## src/hw/mio_pkg.sv

```systemverilog
package mio_pkg;

   //################################################
   // link geometry
   //################################################

   localparam int iow_w      = 64;            // pin and word width
   localparam int mask_w     = 8;             // byte lanes per word
   localparam int fifo_depth = 4;             // tx buffer entries

   // derived buffer sizes
   localparam int fifo_aw    = $clog2(fifo_depth);  // pointer bits
   localparam int lvl_w      = fifo_aw + 1;         // occupancy, holds 0..depth

   //################################################
   // beat helpers
   //################################################

   localparam int byte_w     = 8;             // bits per mask byte
   localparam int ddr_w      = iow_w / 2;     // pins used per ddr phase

   // beat width select, matches ctrl width field encoding
   typedef enum logic [1:0] {
      width_8  = 2'b00,                       // 1 byte per beat
      width_16 = 2'b01,                       // 2 bytes
      width_32 = 2'b10,                       // 4 bytes
      width_64 = 2'b11                        // whole word, one beat
   } io_width_e;

endpackage

```

## src/hw/mio_regs_pkg.sv

```systemverilog
package mio_regs_pkg;

   //################################################
   // apb bus geometry
   //################################################

   localparam int apb_aw = 8;                 // byte address bits
   localparam int apb_dw = 32;                // data bits

   // register map
   localparam logic [apb_aw-1:0] reg_ctrl_addr   = 8'h00;  // en, ddr, width
   localparam logic [apb_aw-1:0] reg_status_addr = 8'h04;  // level, busy
   localparam logic [apb_aw-1:0] reg_count_addr  = 8'h08;  // beats sent, wr clears

   // ctrl fields
   localparam int ctrl_en_bit    = 0;
   localparam int ctrl_ddr_bit   = 1;
   localparam int ctrl_width_lsb = 2;         // 2 bits wide

   // status fields
   localparam int stat_level_lsb = 0;         // buffer level, lvl_w bits
   localparam int stat_busy_bit  = 8;         // shifter holds bytes

   // apb phase tracking
   typedef enum logic [1:0] {
      apb_idle,
      apb_setup,
      apb_access
   } apb_op_e;

endpackage

```

## src/hw/mtx.sv

```systemverilog
`timescale 1ns/1ps

module mtx
   import mio_pkg::*, mio_regs_pkg::*;
(
   input  logic              io_clk,
   input  logic              io_nreset,
   // apb
   input  logic [apb_aw-1:0] paddr,
   input  logic              psel,
   input  logic              penable,
   input  logic              pwrite,
   input  logic [apb_dw-1:0] pwdata,
   output logic [apb_dw-1:0] prdata,
   output logic              pready,
   output logic              pslverr,
   // core push
   input  logic              core_valid,
   input  logic [iow_w-1:0]  core_data,
   input  logic [mask_w-1:0] core_mask,
   output logic              core_ready,
   // chip pins
   output logic [iow_w-1:0]  tx_packet,
   output logic              tx_access,
   input  logic              tx_wait
);

   logic              cfg_en;
   logic              cfg_ddr;
   io_width_e         cfg_width;
   logic              buf_valid;
   logic [iow_w-1:0]  buf_data;
   logic [mask_w-1:0] buf_mask;
   logic [lvl_w-1:0]  buf_level;
   logic              buf_pop;
   logic              beat_sent;
   logic              io_busy;

   //################################################
   // config, buffer, pin stage
   //################################################

   mtx_cfg cfg_i (
      .io_clk, .io_nreset,
      .paddr, .psel, .penable, .pwrite, .pwdata,
      .prdata, .pready, .pslverr,
      .beat_sent, .io_busy, .buf_level,
      .cfg_en, .cfg_ddr, .cfg_width
   );

   mtx_fifo fifo_i (
      .io_clk, .io_nreset,
      .core_valid, .core_data, .core_mask, .core_ready,
      .buf_pop, .buf_valid, .buf_data, .buf_mask, .buf_level
   );

   mtx_io io_i (
      .io_clk, .io_nreset,
      .cfg_en, .cfg_ddr, .cfg_width,
      .buf_valid, .buf_data, .buf_mask, .buf_pop,
      .tx_packet, .tx_access, .tx_wait,
      .beat_sent, .io_busy
   );

endmodule

```

## src/hw/mtx_cfg.sv

```systemverilog
`timescale 1ns/1ps

module mtx_cfg
   import mio_pkg::*, mio_regs_pkg::*;
(
   input  logic              io_clk,
   input  logic              io_nreset,
   // apb slave
   input  logic [apb_aw-1:0] paddr,
   input  logic              psel,
   input  logic              penable,
   input  logic              pwrite,
   input  logic [apb_dw-1:0] pwdata,
   output logic [apb_dw-1:0] prdata,
   output logic              pready,
   output logic              pslverr,
   // link status in
   input  logic              beat_sent,
   input  logic              io_busy,
   input  logic [lvl_w-1:0]  buf_level,
   // link config out
   output logic              cfg_en,
   output logic              cfg_ddr,
   output io_width_e         cfg_width
);

   apb_op_e           apb_state;   // phase of current transfer
   logic              acc_phase;   // second cycle of a legal transfer
   logic              addr_hit;    // paddr maps to a register
   logic              wr_en;
   logic              ctrl_wr;
   logic [apb_dw-1:0] count_q;     // beats put on pins
   logic [apb_dw-1:0] ctrl_word;
   logic [apb_dw-1:0] status_word;

   //################################################
   // apb decode
   //################################################

   // setup then access, anything else falls back to idle
   always_ff @(posedge io_clk or negedge io_nreset) begin
      if (!io_nreset) begin
         apb_state <= apb_idle;
      end else if (psel && !penable) begin
         apb_state <= apb_setup;
      end else if (acc_phase) begin
         apb_state <= apb_access;
      end else begin
         apb_state <= apb_idle;
      end
   end

   assign acc_phase = psel && penable && (apb_state == apb_setup);
   assign addr_hit  = (paddr == reg_ctrl_addr) || (paddr == reg_status_addr) ||
                      (paddr == reg_count_addr);
   assign wr_en     = acc_phase && pwrite && addr_hit;
   assign ctrl_wr   = wr_en && (paddr == reg_ctrl_addr);

   assign pready  = 1'b1;                      // zero wait states
   assign pslverr = acc_phase && !addr_hit;    // unmapped access

   //################################################
   // registers
   //################################################

   always_ff @(posedge io_clk or negedge io_nreset) begin
      if (!io_nreset) begin
         cfg_en    <= 1'b0;                    // link off after reset
         cfg_ddr   <= 1'b0;
         cfg_width <= width_8;
      end else if (ctrl_wr) begin
         cfg_en    <= pwdata[ctrl_en_bit];
         cfg_ddr   <= pwdata[ctrl_ddr_bit];
         cfg_width <= io_width_e'(pwdata[ctrl_width_lsb +: 2]);
      end
   end

   // beat counter, a write of any value clears it
   always_ff @(posedge io_clk or negedge io_nreset) begin
      if (!io_nreset) begin
         count_q <= '0;
      end else if (wr_en && (paddr == reg_count_addr)) begin
         count_q <= '0;
      end else if (beat_sent) begin
         count_q <= count_q + 1'b1;
      end
   end

   // read words
   always_comb begin
      ctrl_word                                = '0;
      ctrl_word[ctrl_en_bit]                   = cfg_en;
      ctrl_word[ctrl_ddr_bit]                  = cfg_ddr;
      ctrl_word[ctrl_width_lsb +: 2]           = cfg_width;
      status_word                              = '0;
      status_word[stat_level_lsb +: lvl_w]     = buf_level;
      status_word[stat_busy_bit]               = io_busy;
   end

   always_comb begin
      unique case (paddr)
         reg_ctrl_addr:   prdata = ctrl_word;
         reg_status_addr: prdata = status_word;
         reg_count_addr:  prdata = count_q;
         default:         prdata = '0;        // unmapped reads zero
      endcase
   end

   // changing width or ddr mid word would scramble the beat stream
   a_ctrl_when_idle: assert property (@(posedge io_clk) disable iff (!io_nreset)
      !(ctrl_wr && io_busy))
      else $error("mtx_cfg: control write while link busy");

endmodule

```

## src/hw/mtx_fifo.sv

```systemverilog
`timescale 1ns/1ps

module mtx_fifo
   import mio_pkg::*;
(
   input  logic              io_clk,
   input  logic              io_nreset,
   // core push side
   input  logic              core_valid,
   input  logic [iow_w-1:0]  core_data,
   input  logic [mask_w-1:0] core_mask,
   output logic              core_ready,
   // io pop side
   input  logic              buf_pop,
   output logic              buf_valid,
   output logic [iow_w-1:0]  buf_data,
   output logic [mask_w-1:0] buf_mask,
   output logic [lvl_w-1:0]  buf_level
);

   logic [iow_w-1:0]   data_mem [fifo_depth];  // payload storage
   logic [mask_w-1:0]  mask_mem [fifo_depth];
   logic [fifo_aw-1:0] wr_ptr;
   logic [fifo_aw-1:0] rd_ptr;
   logic [lvl_w-1:0]   count_q;                // words held
   logic               push;
   logic               pop;

   //################################################
   // handshake
   //################################################

   assign core_ready = (count_q != lvl_w'(fifo_depth));  // full drops ready
   assign push       = core_valid && core_ready;
   assign pop        = buf_pop;

   //################################################
   // storage and pointers
   //################################################

   always_ff @(posedge io_clk) begin
      if (push) begin
         data_mem[wr_ptr] <= core_data;
         mask_mem[wr_ptr] <= core_mask;
      end
   end

   // pointers wrap on their own, depth is a power of two
   always_ff @(posedge io_clk or negedge io_nreset) begin
      if (!io_nreset) begin
         wr_ptr <= '0;
         rd_ptr <= '0;
      end else begin
         if (push) begin
            wr_ptr <= wr_ptr + 1'b1;
         end
         if (pop) begin
            rd_ptr <= rd_ptr + 1'b1;
         end
      end
   end

   // push and pop together leave the level unchanged
   always_ff @(posedge io_clk or negedge io_nreset) begin
      if (!io_nreset) begin
         count_q <= '0;
      end else begin
         unique case ({push, pop})
            2'b10:   count_q <= count_q + 1'b1;
            2'b01:   count_q <= count_q - 1'b1;
            default: count_q <= count_q;
         endcase
      end
   end

   // head of queue, shown straight from memory
   assign buf_valid = (count_q != '0);
   assign buf_data  = data_mem[rd_ptr];
   assign buf_mask  = mask_mem[rd_ptr];
   assign buf_level = count_q;

   //################################################
   // checks
   //################################################

   // core must send 1..8 bytes packed from byte 0
   a_mask_shape: assert property (@(posedge io_clk) disable iff (!io_nreset)
      push |-> (core_mask != '0) && ((core_mask & (core_mask + 1'b1)) == '0))
      else $error("mtx_fifo: mask not contiguous from byte 0");

   // io stage must only pop a word that is there
   a_no_empty_pop: assert property (@(posedge io_clk) disable iff (!io_nreset)
      buf_pop |-> (count_q != '0))
      else $error("mtx_fifo: pop from empty buffer");

endmodule

```

## src/hw/mtx_io.sv

```systemverilog
`timescale 1ns/1ps

module mtx_io
   import mio_pkg::*;
(
   input  logic              io_clk,
   input  logic              io_nreset,
   // config
   input  logic              cfg_en,
   input  logic              cfg_ddr,
   input  io_width_e         cfg_width,
   // buffer side
   input  logic              buf_valid,
   input  logic [iow_w-1:0]  buf_data,
   input  logic [mask_w-1:0] buf_mask,
   output logic              buf_pop,
   // chip pins
   output logic [iow_w-1:0]  tx_packet,
   output logic              tx_access,
   input  logic              tx_wait,
   // to config block
   output logic              beat_sent,
   output logic              io_busy
);

   logic              wait_q1;     // first sync stage
   logic              wait_sync;   // second stage, safe to use
   logic [3:0]        lane_bytes;  // bytes per beat
   logic [6:0]        lane_bits;
   logic [mask_w-1:0] mask_q;      // bytes still to send
   logic [mask_w-1:0] mask_next;
   logic [iow_w-1:0]  data_q;      // lane 0 is next beat
   logic [iow_w-1:0]  data_next;
   logic              reload;
   logic              beat_go;     // beat captured into pins this edge
   logic [iow_w-1:0]  pin_q;       // sdr pins, low half is ddr rise data
   logic [ddr_w-1:0]  fall_q;      // ddr high half, low clock phase
   logic [ddr_w-1:0]  ddr_out;

   //################################################
   // wait synchronizer
   //################################################

   always_ff @(posedge io_clk or negedge io_nreset) begin
      if (!io_nreset) begin
         wait_q1   <= 1'b0;
         wait_sync <= 1'b0;
      end else begin
         wait_q1   <= tx_wait;
         wait_sync <= wait_q1;
      end
   end

   //################################################
   // beat shifter
   //################################################

   always_comb begin
      unique case (cfg_width)
         width_8:  lane_bytes = 4'd1;
         width_16: lane_bytes = 4'd2;
         width_32: lane_bytes = 4'd4;
         width_64: lane_bytes = 4'd8;
      endcase
   end

   assign lane_bits = 7'(lane_bytes * byte_w);
   assign mask_next = mask_q >> lane_bytes;   // width 64 empties it
   assign data_next = data_q >> lane_bits;

   // last beat of a word, or nothing in flight
   assign reload  = (mask_q == '0) || (cfg_width == width_64) || (mask_next == '0);
   assign buf_pop = cfg_en && reload && !wait_sync && buf_valid;
   assign io_busy = (mask_q != '0);

   // everything freezes under wait so no word is dropped
   always_ff @(posedge io_clk or negedge io_nreset) begin
      if (!io_nreset) begin
         mask_q <= '0;
      end else if (!wait_sync) begin
         if (reload) begin
            mask_q <= buf_pop ? buf_mask : '0;   // empty mask idles the link
         end else begin
            mask_q <= mask_next;
         end
      end
   end

   always_ff @(posedge io_clk) begin
      if (!wait_sync) begin
         data_q <= buf_pop ? buf_data : data_next;
      end
   end

   //################################################
   // access strobe and pin stage
   //################################################

   assign beat_go   = io_busy && !wait_sync;
   assign beat_sent = beat_go;                // one per captured beat

   always_ff @(posedge io_clk or negedge io_nreset) begin
      if (!io_nreset) begin
         tx_access <= 1'b0;
      end else begin
         tx_access <= beat_go;                // low the cycle after wait
      end
   end

   // only lowest lane bits carry meaning in sdr
   always_ff @(posedge io_clk) begin
      if (beat_go) begin
         pin_q <= data_q;
      end
   end

   // upper half waits for the falling edge
   always_ff @(negedge io_clk) begin
      fall_q <= pin_q[iow_w-1:ddr_w];
   end

   assign ddr_out   = io_clk ? pin_q[ddr_w-1:0] : fall_q;  // phase mux
   assign tx_packet = cfg_ddr ? {{(iow_w - ddr_w){1'b0}}, ddr_out} : pin_q;

   // bytes in flight stay packed from byte 0, else the beat count is off
   a_mask_packed: assert property (@(posedge io_clk) disable iff (!io_nreset)
      (mask_q & (mask_q + 1'b1)) == '0)
      else $error("mtx_io: shifter mask not packed from byte 0");

endmodule

```

## config.mk

```make
export PLATFORM = sky130hd
export DESIGN_NAME = mtx
export DESIGN_NICKNAME = d
export VERILOG_FILES = /design/src/hw/mio_pkg.sv /design/src/hw/mio_regs_pkg.sv /design/src/hw/mtx.sv /design/src/hw/mtx_cfg.sv /design/src/hw/mtx_fifo.sv /design/src/hw/mtx_io.sv
export SDC_FILE = /design/constraint.sdc
export NUM_CORES = 1
export LEC_CHECK = 0
export BUFFER_PORTS_ARGS = -buffer_cell sky130_fd_sc_hd__buf_4
export CAP_MARGIN = 30
export CORE_MARGIN = 2
export CORE_UTILIZATION = 59
export DETAILED_ROUTE_END_ITERATION = 10
export PLACE_DENSITY_LB_ADDON = 0.2
export SYNTH_ARGS = -nofsm -noshare
export SYNTH_HDL_FRONTEND = slang
export SYNTH_SLANG_ARGS = --single-unit
```

## constraint.sdc

```tcl
create_clock -name io_clk -period 6.7 [get_ports io_clk]
set_clock_uncertainty 0.05 [all_clocks]
set_input_delay 0.67 -clock io_clk [delete_from_list [all_inputs] [get_ports io_clk]]
set_output_delay 0.67 -clock io_clk [all_outputs]
set_load 0.005 [all_outputs]
```

==> reports/results.txt <==
area post-placement -> 22,360 sq um
via count -> 11.48k
Max-Cap Viols -> 0
final wirelength -> 44,390 um
Most used DFF post-synth -> edfxtp_1
Final Hold Vio Count -> 0
r2r worst-path depth -> 0
post-route ant nets -> 0
Synth area leader -> edfxtp_1
RSZ-0062 raised after global routing -> no
switching power -> 1.964 mW
Area growth syn-to-layout -> 18.85%
Synth Register Bits -> 504
drt first pass iters -> 5
cts repair resizes -> 0
Switching Fraction -> 24.71%
IO Port Bufs -> 189
post-synth top area share -> 61.00%
Max Slew Vio Count -> 0
type of origin of the critical path -> clock port
most frequent cells in the layout -> edfxtp_1 (416), buf_4 (205), mux4_2 (72)
first-pass GRT wire length -> 67,050 um
Rel. slew slack -> 33.27%
core area -> 34,370 sq um
Setup Buffers After CTS -> 0
vias per cell -> 5.956
status -> finished, final reports clean
I/O pin total -> 219
hold_ws -> 0.1267 ns
FILL cells -> 2,173
vias in the first global route -> 11.40k
post-layout net count -> 1,556
final setup fails -> 0
Clock Pin Slew Worst Setup and Hold Paths -> 0.06 ns
Die Height -> 190.3 um
yosys warns -> 0
setup TNS -> 0 ns
CP Class -> clk -> out
PwrDens -> 326.6 nW/um^2
DRT iter0 DRCs -> 1,003
Global Route Usage Sum -> 25.02%
Worst setup startpoint -> io_clk
flop2flop setup slack -> 2.80 ns
Clock Power Share -> 37.2%
drt wl/cell -> 23.02 um
CP Capture Type -> output port
class of the worst hold path -> in -> async
row count -> 68
post-synthesis sequential area ratio -> 70.97%
GRT Residual Overflow -> 0
hpwl dp -> 28,230 um
Skew-Pair Late Insertion Delay -> 0.56 ns
Least-Margin Pin Slew -> 1.001 ns
CTS tree -> built
Starting Density -> 59.58%
drc violations -> 0
worst setup path end -> tx_packet[28]
initial antenna violation count -> 2
Leak Pwr -> 8.729 nW
biggest fanout along the worst timing path -> 12
Int Power -> 5.986 mW
Post-synth EDFFs -> 416
Peak VDD IR -> 0.2420 mV
GP Congestion -> 0.8253
Die Wd -> 190.3 um
Die ar. -> 36,220 sq um
Critical R2R Capture -> io_i.fall_q[24]
share of cells above drive strength 1 -> 30.55%
Gate power share -> 10.5%
FFs w/ async S/R, synth -> 11.11%
synthesized area -> 20,480 sq um
most common cell after layout, fill and taps aside -> edfxtp_1
Cells after Synth -> 1,195
CTS Hold Buffers Added -> 0
Synth cell types -> 53
Seq pwr share -> 52.3%
largest net degree at the start of global routing -> 76
CP required -> 5.98 ns
worst path arrival time -> 5.57 ns
Syn Nets -> 1,321
n_diodes -> 0
Post-Syn Area per Cell -> 17.14 sq um
final instance area -> 24,340 sq um
worst reg2reg startpoint -> io_i.pin_q[56]
Synth area leaders -> edfxtp_1 (61%), mux4_2 (7.9%), dfrtp_1 (6.8%)
[critical path: stages]
cell	delay [ns]
clkbuf_16	0.15
clkbuf_16	0.21
clkbuf_16	0.18
clkbuf_16	0.14
clkbuf_16	0.13
clkbuf_16	0.13
clkbuf_16	0.13
clkbuf_16	0.13
inv_1	0.04
nand2_1	0.12
clkbuf_16	0.20
clkbuf_16	0.17
mux2_2	0.32
buf_4	0.15
[routing by layer]
metal,vias to the layer above,GRT usage [%],wire (um)
met5,-,0,32
met4,4,10.94,1516
met3,103,7.232,3663
met2,497,36.53,20750
met1,5789,35.50,18420
li1,5090,-,-
[sequential cells by signal, summed over array words and instances, names as in the netlist, 3 cells and up]
register / cells
cfg_i.count_q: 32
fifo_i.buf_level: 3
fifo_i.data_mem: 256
fifo_i.mask_mem: 32
io_i.data_q: 64
io_i.fall_q: 32
io_i.mask_q: 8
io_i.pin_q: 64
[final cells by class]
cell class                 count  area, sq um  area share [%]
inverter                      13        48.80          0.2005
multi-input combinational    610         5600           23.01
sequential                   504        14540           59.75
clock inverter                63        405.4           1.666
tap                          455        569.3           2.339
clock buffer                 107         1819           7.474
timing repair buffer         176         1353           5.557
[cell usage after synthesis (22+ instances only)]
master / instances
a21oi_1: 22
buf_2: 25
xor2_1: 28
edfxtp_1: 416
o21ai_0: 43
mux2i_1: 51
nand3_1: 43
and2_1: 31
mux2_4: 29
mux4_2: 72
clkbuf_1: 29
mux2_2: 39
nor2_1: 47
nor2b_1: 44
nand2_1: 41
dfrtp_1: 56
dfxtp_1: 32
[power by group through the flow]
| stage | Combinational, mW | Sequential [mW] | Clock (mW) |
|---|---|---|---|
| final | 0.838 | 4.15 | 2.96 |
| after global routing | 0.917 | 4.19 | 3.15 |
| after CTS | 0.856 | 4.16 | 3.00 |
| after detailed placement | 0.852 | 4.22 | 0.0654 |
| after global placement | 0.825 | 4.18 | 0.0654 |
| after floorplan | 0.514 | 4.15 | 0.0473 |
[logic make-up (layout without fill, tap and decap cells)]
logic type      count (synthesis)  in the layout  share of synthesized area (%)
compound gates                 99             99                          3.079
xor+xnor                       35             35                          1.497
fa+ha+maj                       7              7                         0.4643
buf+inv                        81            359                          1.839
flops                         504            504                          70.97
mux                           191            191                          14.68
other cells                     1              1                        0.01831
simple gates                  277            277                          7.454
[how the worst min path moves through the flow]
stage,to,slack (ns),depth (start not counted)
after global routing,io_i.wait_q1,0.16,1
final,cfg_i.count_q[14],0.13,1
after detailed placement,io_i.wait_sync,0.29,0
after CTS,cfg_i.count_q[0],0.15,1
after global placement,io_i.wait_sync,0.29,0
after floorplan,io_i.wait_sync,0.28,0
[through the flow]
step	setup WS [ns]	util, %	total power [mW]	std cells
2_1_floorplan	1.485	-	4.715	1195
3_5_place_dp	0.9569	65.05	5.133	1791
6_report	0.4057	70.81	7.951	1928
5_1_grt	0.3342	70.81	8.263	1928
4_1_cts	0.3409	70.81	8.014	1928
3_3_place_gp	0.9569	64.89	5.072	1788
(Power assumes the default switching activity.)
